===== config.mk =====
export PLATFORM = sky130hd
export DESIGN_NAME = cpu_fetch_top
export DESIGN_NICKNAME = d
export VERILOG_FILES = /design/src/cpu_types_pkg.sv /design/src/wb_bus_pkg.sv /design/src/fetch_pc_unit.sv /design/src/icache.sv /design/src/wb_fetch_master.sv /design/src/cpu_fetch_top.sv
export SDC_FILE = /design/constraint.sdc
export NUM_CORES = 2
export LEC_CHECK = 0
export ABC_AREA = 0
export BUFFER_PORTS_ARGS = -buffer_cell sky130_fd_sc_hd__buf_2
export CAP_MARGIN = 10
export CORE_AREA = 2 2 1102 555
export CTS_CLUSTER_SIZE = 16
export DETAILED_ROUTE_END_ITERATION = 7
export DIE_AREA = 0 0 1104 557
export PLACE_DENSITY_LB_ADDON = 0.15
export SLEW_MARGIN = 30
export SYNTH_ARGS = -nofsm -noshare
export SYNTH_HDL_FRONTEND = slang
export SYNTH_HIERARCHICAL = 1
export SYNTH_SLANG_ARGS = --single-unit
export TNS_END_PERCENT = 100

===== constraint.sdc =====
create_clock -name i_clock -period 8 [get_ports i_clock]
set_clock_uncertainty 0.05 [all_clocks]
set_input_delay 1.2 -clock i_clock [delete_from_list [all_inputs] [get_ports i_clock]]
set_output_delay 1.2 -clock i_clock [all_outputs]
set_load 0.01 [all_outputs]

===== src/cpu_types_pkg.sv =====
`default_nettype none

package cpu_types_pkg;

	typedef logic [31:0] addr_t;
	typedef logic [31:0] word_t;

	// Address the fetch unit wants now.
	typedef struct packed {
		logic valid;
		addr_t addr;
	} fetch_req_t;

	// Cache answer, tagged with the address it belongs to.
	typedef struct packed {
		logic ready;
		addr_t addr;
		word_t word;
	} fetch_rsp_t;

	// Instruction handed to decode.
	typedef struct packed {
		logic valid;
		addr_t addr;
		word_t word;
	} fetch_out_t;

	typedef struct packed {
		logic valid;
		addr_t target;
	} redirect_t;

endpackage

`default_nettype wire


===== src/wb_bus_pkg.sv =====
`default_nettype none

package wb_bus_pkg;

	// Refill request from the cache, held until done.
	typedef struct packed {
		logic valid;
		cpu_types_pkg::addr_t addr;
	} bus_req_t;

	// One cycle pulse at the end of a refill.
	typedef struct packed {
		logic done;
		cpu_types_pkg::word_t word;
	} bus_rsp_t;

	// Wishbone classic signals from master to slave.
	typedef struct packed {
		logic cyc;
		logic stb;
		logic we;
		logic [3:0] sel;
		cpu_types_pkg::addr_t adr;
		cpu_types_pkg::word_t dat_w;
	} wb_m2s_t;

	// Wishbone classic signals from slave to master.
	typedef struct packed {
		logic ack;
		cpu_types_pkg::word_t dat_r;
	} wb_s2m_t;

endpackage

`default_nettype wire


===== src/fetch_pc_unit.sv =====
`timescale 1ns/1ns
`default_nettype none

module fetch_pc_unit #(
	parameter cpu_types_pkg::addr_t RESET_PC = 32'h0000_0000
) (
	input logic i_clock,
	input logic i_reset,
	input logic i_stall,
	input cpu_types_pkg::redirect_t i_redirect,
	output cpu_types_pkg::fetch_req_t o_req,
	input cpu_types_pkg::fetch_rsp_t i_rsp,
	output cpu_types_pkg::fetch_out_t o_fetch
);
	import cpu_types_pkg::*;

	addr_t pc;
	logic running;
	logic accept;
	logic fetch_valid;
	addr_t fetch_addr;
	word_t fetch_word;

	// The request drops while decode stalls but keeps its address.
	assign o_req = '{
		valid: running & ~i_stall,
		addr: pc
	};

	// Only an answer for the current PC counts.
	assign accept = running & i_rsp.ready & ~i_stall & ~i_redirect.valid
		& (i_rsp.addr == pc);

	always_ff @(posedge i_clock) begin
		if (i_reset) begin
			pc <= RESET_PC;
			running <= 1'b0;
			fetch_valid <= 1'b0;
		end else begin
			running <= 1'b1;
			fetch_valid <= accept;
			if (i_redirect.valid) begin
				pc <= i_redirect.target;
			end else if (accept) begin
				pc <= pc + 32'd4;
			end
		end
	end

	always_ff @(posedge i_clock) begin
		if (accept) begin
			fetch_addr <= i_rsp.addr;
			fetch_word <= i_rsp.word;
		end
	end

	assign o_fetch = '{
		valid: fetch_valid,
		addr: fetch_addr,
		word: fetch_word
	};

endmodule

`default_nettype wire


===== src/icache.sv =====
`timescale 1ns/1ns
`default_nettype none

module icache #(
	parameter int INDEX_BITS = 6
) (
	input logic i_clock,
	input logic i_reset,
	input cpu_types_pkg::fetch_req_t i_req,
	output cpu_types_pkg::fetch_rsp_t o_rsp,
	output wb_bus_pkg::bus_req_t o_bus_req,
	input wb_bus_pkg::bus_rsp_t i_bus_rsp
);
	import cpu_types_pkg::*;

	localparam int LINES = 1 << INDEX_BITS;
	localparam int TAG_BITS = 30 - INDEX_BITS;

	typedef logic [INDEX_BITS-1:0] index_t;
	typedef logic [TAG_BITS-1:0] tag_t;

	typedef struct packed {
		logic valid;
		tag_t tag;
		word_t word;
	} line_t;

	typedef enum logic [1:0] {
		ST_CLEAR,
		ST_IDLE,
		ST_LOOKUP,
		ST_REFILL
	} state_t;

	state_t state;
	state_t state_next;
	index_t clear_idx;
	addr_t refill_addr;
	logic start_refill;

	line_t lines [LINES];
	line_t rd_line;
	addr_t rd_addr;
	addr_t rd_addr_q;
	logic addr_match;
	logic line_hit;

	logic wr_en;
	index_t wr_index;
	line_t wr_line;

	// The two low bits of a word address are not part of the index.
	function automatic index_t index_of(input addr_t addr);
		return addr[INDEX_BITS+1:2];
	endfunction

	function automatic tag_t tag_of(input addr_t addr);
		return addr[31:INDEX_BITS+2];
	endfunction

	// The line read last cycle must belong to the address asked for now.
	assign addr_match = (rd_addr_q == i_req.addr);
	assign line_hit = rd_line.valid & (rd_line.tag == tag_of(i_req.addr));

	always_comb begin
		state_next = state;
		rd_addr = i_req.addr;
		wr_en = 1'b0;
		wr_index = clear_idx;
		wr_line = '0;
		start_refill = 1'b0;
		o_rsp = '{ready: 1'b0, addr: i_req.addr, word: rd_line.word};

		case (state)
			ST_CLEAR: begin
				wr_en = 1'b1;
				if (clear_idx == '1) begin
					state_next = ST_IDLE;
				end
			end

			ST_IDLE: begin
				if (i_req.valid) begin
					state_next = ST_LOOKUP;
				end
			end

			ST_LOOKUP: begin
				if (!i_req.valid) begin
					state_next = ST_IDLE;
				end else if (addr_match && line_hit) begin
					o_rsp.ready = 1'b1;
					// Read ahead so a sequential fetch hits next cycle.
					rd_addr = i_req.addr + 32'd4;
				end else if (addr_match) begin
					start_refill = 1'b1;
					state_next = ST_REFILL;
				end
			end

			ST_REFILL: begin
				rd_addr = refill_addr + 32'd4;
				o_rsp.addr = refill_addr;
				o_rsp.word = i_bus_rsp.word;
				if (i_bus_rsp.done) begin
					o_rsp.ready = 1'b1;
					wr_en = 1'b1;
					wr_index = index_of(refill_addr);
					wr_line = '{
						valid: 1'b1,
						tag: tag_of(refill_addr),
						word: i_bus_rsp.word
					};
					state_next = ST_LOOKUP;
				end
			end

			default: begin
				state_next = ST_CLEAR;
			end
		endcase
	end

	assign o_bus_req = '{
		valid: (state == ST_REFILL),
		addr: refill_addr
	};

	always_ff @(posedge i_clock) begin
		if (i_reset) begin
			state <= ST_CLEAR;
			clear_idx <= '0;
		end else begin
			state <= state_next;
			if (state == ST_CLEAR) begin
				clear_idx <= clear_idx + 1'b1;
			end
		end
	end

	always_ff @(posedge i_clock) begin
		if (start_refill) begin
			refill_addr <= i_req.addr;
		end
	end

	// Line array with one write port and one registered read port.
	always_ff @(posedge i_clock) begin
		if (wr_en) begin
			lines[wr_index] <= wr_line;
		end
		rd_line <= lines[index_of(rd_addr)];
		rd_addr_q <= rd_addr;
	end

endmodule

`default_nettype wire


===== src/wb_fetch_master.sv =====
`timescale 1ns/1ns
`default_nettype none

module wb_fetch_master (
	input logic i_clock,
	input logic i_reset,
	input wb_bus_pkg::bus_req_t i_bus_req,
	output wb_bus_pkg::bus_rsp_t o_bus_rsp,
	output wb_bus_pkg::wb_m2s_t o_wb,
	input wb_bus_pkg::wb_s2m_t i_wb
);
	import cpu_types_pkg::*;

	typedef enum logic {
		ST_IDLE,
		ST_ACTIVE
	} state_t;

	state_t state;
	logic done;
	addr_t adr;
	word_t rdata;

	always_ff @(posedge i_clock) begin
		if (i_reset) begin
			state <= ST_IDLE;
			done <= 1'b0;
		end else begin
			done <= 1'b0;
			case (state)
				ST_IDLE: begin
					// The request is still up in the done cycle, so skip it.
					if (i_bus_req.valid && !done) begin
						state <= ST_ACTIVE;
					end
				end

				ST_ACTIVE: begin
					if (i_wb.ack) begin
						state <= ST_IDLE;
						done <= 1'b1;
					end
				end

				default: begin
					state <= ST_IDLE;
				end
			endcase
		end
	end

	// Address is captured while idle and frozen for the whole cycle.
	always_ff @(posedge i_clock) begin
		if (state == ST_IDLE) begin
			adr <= i_bus_req.addr;
		end
		if (state == ST_ACTIVE && i_wb.ack) begin
			rdata <= i_wb.dat_r;
		end
	end

	assign o_wb = '{
		cyc: (state == ST_ACTIVE),
		stb: (state == ST_ACTIVE),
		we: 1'b0,
		sel: 4'hf,
		adr: adr,
		dat_w: 32'h0000_0000
	};

	assign o_bus_rsp = '{done: done, word: rdata};

endmodule

`default_nettype wire


===== src/cpu_fetch_top.sv =====
`timescale 1ns/1ns
`default_nettype none

module cpu_fetch_top #(
	parameter int INDEX_BITS = 6,
	parameter cpu_types_pkg::addr_t RESET_PC = 32'h0000_0000
) (
	input logic i_clock,
	input logic i_reset,
	input logic i_stall,
	input cpu_types_pkg::redirect_t i_redirect,
	output cpu_types_pkg::fetch_out_t o_fetch,
	output wb_bus_pkg::wb_m2s_t o_wb,
	input wb_bus_pkg::wb_s2m_t i_wb
);
	import cpu_types_pkg::*;
	import wb_bus_pkg::*;

	fetch_req_t fetch_req;
	fetch_rsp_t fetch_rsp;
	bus_req_t bus_req;
	bus_rsp_t bus_rsp;

	fetch_pc_unit #(
		.RESET_PC(RESET_PC)
	) i_fetch_pc_unit (
		.i_clock(i_clock),
		.i_reset(i_reset),
		.i_stall(i_stall),
		.i_redirect(i_redirect),
		.o_req(fetch_req),
		.i_rsp(fetch_rsp),
		.o_fetch(o_fetch)
	);

	icache #(
		.INDEX_BITS(INDEX_BITS)
	) i_icache (
		.i_clock(i_clock),
		.i_reset(i_reset),
		.i_req(fetch_req),
		.o_rsp(fetch_rsp),
		.o_bus_req(bus_req),
		.i_bus_rsp(bus_rsp)
	);

	wb_fetch_master i_wb_fetch_master (
		.i_clock(i_clock),
		.i_reset(i_reset),
		.i_bus_req(bus_req),
		.o_bus_rsp(bus_rsp),
		.o_wb(o_wb),
		.i_wb(i_wb)
	);

endmodule

`default_nettype wire


# After elaboration in Yosys (flattened, before gate mapping)
# Memory sizes are Yosys's and may differ from the RTL's. A register that Yosys moved wholly into a read port is not among the register bits.
# Cells that the tools add are included.
word_totals:
  reg_bits: 236
  mem_bits_rw: 3648
  inputBits: 69
  output_inout_bits: 136
  elab_cells: 79
  mem_count: 1
mem_list:
  columns: ["memory", "words", "word_bits", "rd", "rd_ports_with_merged_regs", "wr", "line_no", "text"]
  rows:
  - ["i_icache.lines", 64, 57, 1, 1, 1, "icache.sv:41", "line_t lines [LINES];"]
op_classes:
  n_addsub: 3
  n_eq_ne: 12
  n_mux: 33
  n_bitwise: 9
  reduce_logical: 8
op_table:
  columns: ["operator", "n"]
  rows:
  - ["32-bit two-way mux", 4]
  - ["57-bit two-way mux", 2]
  - ["32-bit by 3-bit adder with 32-bit output, second input constant", 2]
  - ["32-bit == test", 2]
  - ["64-bit two-way mux", 1]
  - ["32-bit case mux with 2 select lines", 1]
  - ["24-bit == test", 1]
  - ["1-bit two-way mux", 13]
  - ["2-bit two-way mux", 6]
  - ["6-bit two-way mux", 2]
  - ["2-bit case mux with 4 select lines", 1]
  - ["6-bit by 1-bit adder with 6-bit output, second input constant", 1]
  - ["1-bit AND", 6]
  - ["6-bit == test, second input constant", 1]
  - ["3-bit != test, second input constant", 2]
  - ["1-bit case mux with 2 select lines", 3]
  - ["5-bit AND reduction", 1]
  - ["2-bit == test, second input constant", 2]
  - ["2-bit by 1-bit != test with 1-bit output, second input constant", 2]
  - ["1-bit logical AND", 3]
  - ["1-bit NOT", 3]
  - ["2-bit by 1-bit == test with 1-bit output, second input constant", 1]
  - ["2-bit logical NOT", 1]
  - ["2-bit != test, second input constant", 1]
  - ["3 further kinds", 3]

# Depth between registers and ports, before layout
logic_depth:
  word_depth: 12
  mapped_depth: 16
  mapped_depth_nobuf: 12

# Cells and area by module
# Netlist, hierarchy kept.
modules_own_cells:
  columns: ["module", "instances", "cells_per_inst", "area_per_inst_um2", "seq_area_each_um2"]
  rows:
  - ["icache", 1, 6428, 143991.8, 112447.8]
  - ["fetch_pc_unit", 1, 387, 4511.8, 2602.5]
  - ["wb_fetch_master", 1, 113, 2306.0, 1961.9]

# Worst setup path before layout
# OpenSTA, ideal clock, no wires.
synth_timing:
  kind: "register -> register"
  startpoint: "reg i_icache.state[0]"
  endpoint: "mem i_icache/lines[0][0] in the netlist's numbering (enable)"
  setup_time_ns: 0.472
  t_arrival_ns: 5.312
  required_time_ns: 7.478
  setup_slack_ns: 2.166
  stages_incl_launch_ff: 10
  path_buffers: 2
  synth_period_minus_slack_ns: 5.834
  cell_sequence: "dfxtp_1 -> ha_1 -> clkbuf_1 -> nand2_1 -> clkbuf_1 -> clkinv_1 -> or3_1 -> o31ai_1 -> nand2_1 -> nor2_1"
synth_lines:
  columns: ["item", "line_no", "text"]
  rows:
  - ["start: declaration", "icache.sv:35", "state_t state;"]
  - ["start signal: assignment", "icache.sv:134", "state <= state_next;"]
  - ["end: declaration", "icache.sv:41", null]

# Worst setup path after layout
layout_timing:
  startpoint: "reg i_fetch_pc_unit.pc[30]"
  endpoint: "reg i_icache/rd_line[50] (netlist name)"
layout_between:
  elab_chain_len: 6
  elab_cells_between_ends: 7
  classes_between: "2 x eq/ne; 3 x mux; 1 x bitwise; 1 x reduce/logical"
layout_lines:
  columns: ["item", "line_no", "text"]
  rows:
  - ["start: declaration", "fetch_pc_unit.sv:17", "addr_t pc;"]
  - ["start signal: assignment", "fetch_pc_unit.sv:43", "pc <= i_redirect.target;"]
  - ["start signal: assignment", "fetch_pc_unit.sv:45", "pc <= pc + 32'd4;"]
  - ["24-bit == test", "icache.sv:63", "assign line_hit = rd_line.valid & (rd_line.tag == tag_of(i_req.addr));"]
  - ["1-bit AND", "icache.sv:63", null]
  - ["1-bit logical AND (*)", "icache.sv:91", "end else if (addr_match && line_hit) begin"]
  - ["32-bit two-way mux (*)", "icache.sv:91", null]
  - ["32-bit two-way mux (*)", "icache.sv:89", "if (!i_req.valid) begin"]
  - ["32-bit case mux with 2 select lines (*)", "icache.sv:74", "case (state)"]
# Mark *: on every way between the ends. The rest lies on a longest branch, timed or not.
# A chain may end at the register's enable or synchronous reset.

==> impl_results.md <==
* Run status: complete, no violations
* DR iter-0 viols at 12.4k
* IO buf count at 167
* DRT Pass-1 Iters at 5
* Synth Cell Area at 0.151 sq mm
* Yosys cell types at 80
* Top FF cell, synth: edfxtp_1
* RSZ-0062 raised after global routing: false
* CTS tree: done
* Gpl congestion at 0.778
* I/O pin cnt at 205
* Post-cts resize count at 0
* Site Rows at 203
* Routed WL at 570000 um
* Slew headroom at 29.2%
* YS warnings at 6
* Final setup viols at 0
* Vias at 79.4k
* Peak supply drop at 0.000238 V
* Fin nets at 7495
* Final setup TNS at 0 ns
* Syn Inst Count at 6928
* Remaining global-route overflow at 0
* Final Util at 29.2%
* CTS sink count at 3941
* Critical path fanouts, max at 29
* Worst hold start: i_wb[0]
* Max Slew Vio Count at 0
* R2R depth at 12
* Die Width at 1100 um
* Max cap viols at 0
* CP Data Arrival Time at 6.85 ns
* Power density over the cells at 249 mW/mm^2
* Cell depth of the worst min-delay path at 1
* Initial antenna violation count at 53
* CTS max path bufs at 5
* First-pass GRT wire length at 748000 um
* Via/cell ratio at 5.02
* Share of layout cells above drive strength 1 at 27.8%
* Area share of the largest cell type after synthesis at 75.8%
* Mapped Avg Cell Area at 21.8 sq um
* FMAX at 0.166 GHz
* Post-DP HPWL at 317000 um
* # DRC at 0
* Post-route ant nets at 0
* Die area at 0.615 sq mm
* Worst path required time at 8.82 ns
* Largest stage delay on the critical path at 0.79 ns
* Worst path slowest cell: buf_4
* CP Launch Type: register
* Total CTS buffers at 397
* Worst slew pin tran at 1.06 ns
* R2r endpoint: i_icache/rd_line[50]$_DFF_P_
* Worst hold-check path type: input pin to register
* Most common cell in the netlist: edfxtp_1
* Synth-to-layout area growth at 17.3%
* Clock root buffer: clkbuf_16
* # Post-CTS Setup Buffers at 0
* Synth area leader: edfxtp_1
* Worst Hold End: i_wb_fetch_master/rdata[0]$_DFFE_PP_
* Largest net degree at the start of global routing at 88
* Final Critical Period at 6.04 ns
* Worst skew pair latency at 1.04 ns
* Yosys reg bits at 3941
* WS Path Type: register to register
* Core area at 0.607 sq mm
* Die Y at 557 um
* Synth top cells by count: edfxtp_1, mux4_2, a22oi_1
* Total global routing track utilization at 18.1%
* Wire per inst at 36.0 um
* Crit share post-route at 75.4%
* LEAKAGE at 0.0623 uW
* EDFF count, synth at 3808
* Vias in the first global route at 76.4k
* Number of H-tree levels at 5
* Critical path, cell by cell: xnor2_1, nand4_1, nor4_2, and4_1, mux2i_1, nor2_4, inv_2, nor4_4, buf_4, a22oi_1, and4_1, nand4_1
* Top post-synthesis cells by area: edfxtp_1, mux4_2, dfxtp_1
* Hold Vio Cnt, Final at 0
* Initial Utilization at 24.8%
* Async S/R FF share, synth at 0%
* Fraction of the yosys area taken by sequential cells at 77.6%
* Hold_buf cts at 0
* R2R Setup Slk at 1.96 ns
* Clk slew on worst S/H paths at 0.06 ns
* Worst r2r src: i_fetch_pc_unit/pc[30]$_SDFFE_PP0P_
* CP endpoint kind: register
## how the worst max path moves through the flow
stage | startpoint | slack (ns) | cells past startpoint | to
2_1_floorplan | i_icache/state[0]$_SDFFE_PP0P_ | 2.17 | 9 | i_icache/lines[0][0]$_DFFE_PP_
3_3_place_gp | i_stall | 1.43 | 13 | i_icache/rd_line[9]$_DFF_P_
3_5_place_dp | i_stall | 1.56 | 13 | i_icache/rd_line[50]$_DFF_P_
4_1_cts | i_fetch_pc_unit/pc[30]$_SDFFE_PP0P_ | 1.92 | 12 | i_icache/rd_line[50]$_DFF_P_
5_1_grt | i_fetch_pc_unit/pc[30]$_SDFFE_PP0P_ | 1.91 | 12 | i_icache/rd_line[50]$_DFF_P_
6_report | i_fetch_pc_unit/pc[30]$_SDFFE_PP0P_ | 1.96 | 12 | i_icache/rd_line[50]$_DFF_P_
## cell families after synthesis
kind of cell	share of synthesized area [%]
DFF	77.6
muxes	13.9
and+or+nand+nor	2.81
AOI/OAI and AO/OA	3.28
buffers and inverters	1.60
xor gates and xnor gates	0.726
adders and majority gates	0.0747
other	0.00498
## flip-flops by register name (all words and copies together) (netlist names)
register and count:
i_fetch_pc_unit/fetch_word 32, i_fetch_pc_unit/fetch_addr 32, i_icache/lines 3648, i_fetch_pc_unit/running 1
i_wb_fetch_master/adr 32, i_wb_fetch_master/done 1, i_wb_fetch_master/state 1, i_fetch_pc_unit/pc 32
i_icache/rd_addr_q 32, i_icache/rd_line 57, i_icache/refill_addr 32, i_wb_fetch_master/rdata 32
i_fetch_pc_unit/fetch_valid 1, i_icache/state 2, i_icache/clear_idx 6
## critical path, delay by kind of cell, from the launching register on
family                 cells  cell delay [ns]
buffers and inverters      2             1.38
AND/OR/NAND/NOR            7             2.76
AO/OA/AOI/OAI              1             0.20
XOR/XNOR                   1             0.67
flip-flops                 1             0.52
multiplexers               1             0.19
## power by group
group / switching [uW] / internal [uW]
logic: 1530 / 745
registers: 303 / 22700
clock network: 8280 / 10600
## cells in the final DEF, fill, tap and decap left out, types with 97 or more instances in the layout
cell type | Yosys | final
clkbuf_16 | 0 | 402
edfxtp_1 | 3808 | 3808
mux4_2 | 879 | 879
nand4_1 | 99 | 99
nand2_1 | 189 | 189
buf_4 | 55 | 206
a22oi_1 | 337 | 337
xnor2_1 | 98 | 97
dfxtp_1 | 133 | 132
buf_2 | 221 | 167
## per-stage QoR
step | setup WS [ns] | total power (uW) | instances | hold WS (ns) | area (sq um)
2_1_floorplan | 2.17 | 24500 | 6963 | 0.369 | 151000
3_3_place_gp | 1.43 | 25800 | 15100 | 0.411 | 164000
3_5_place_dp | 1.56 | 25800 | 15100 | 0.398 | 164000
4_1_cts | 1.92 | 44600 | 15800 | 0.194 | 177000
5_1_grt | 1.91 | 45500 | 15800 | 0.220 | 177000
6_report | 1.96 | 44100 | 15800 | 0.291 | 177000
## area by class of cell
type                       instances  area, sq um
inverter                          37          160
clock inverter                   209         2040
fill                           59000       430000
multi-input combinational       2549        32300
antenna                           12         30.0
clock buffer                     502        10500
sequential                      3941       117000
tap                             8097        10100
timing repair buffer             491         4760
## metal layers
metal | wire length, um | track usage (%) | vias up
met1 | 285000 | 29.4 | 44800
li1 | - | - | 30400
met3 | 45100 | 3.51 | 532
met4 | 7910 | 2.60 | 0
met2 | 232000 | 24.9 | 3768
met5 | 0 | 0 | -
Power figures use the tool's default switching activity.
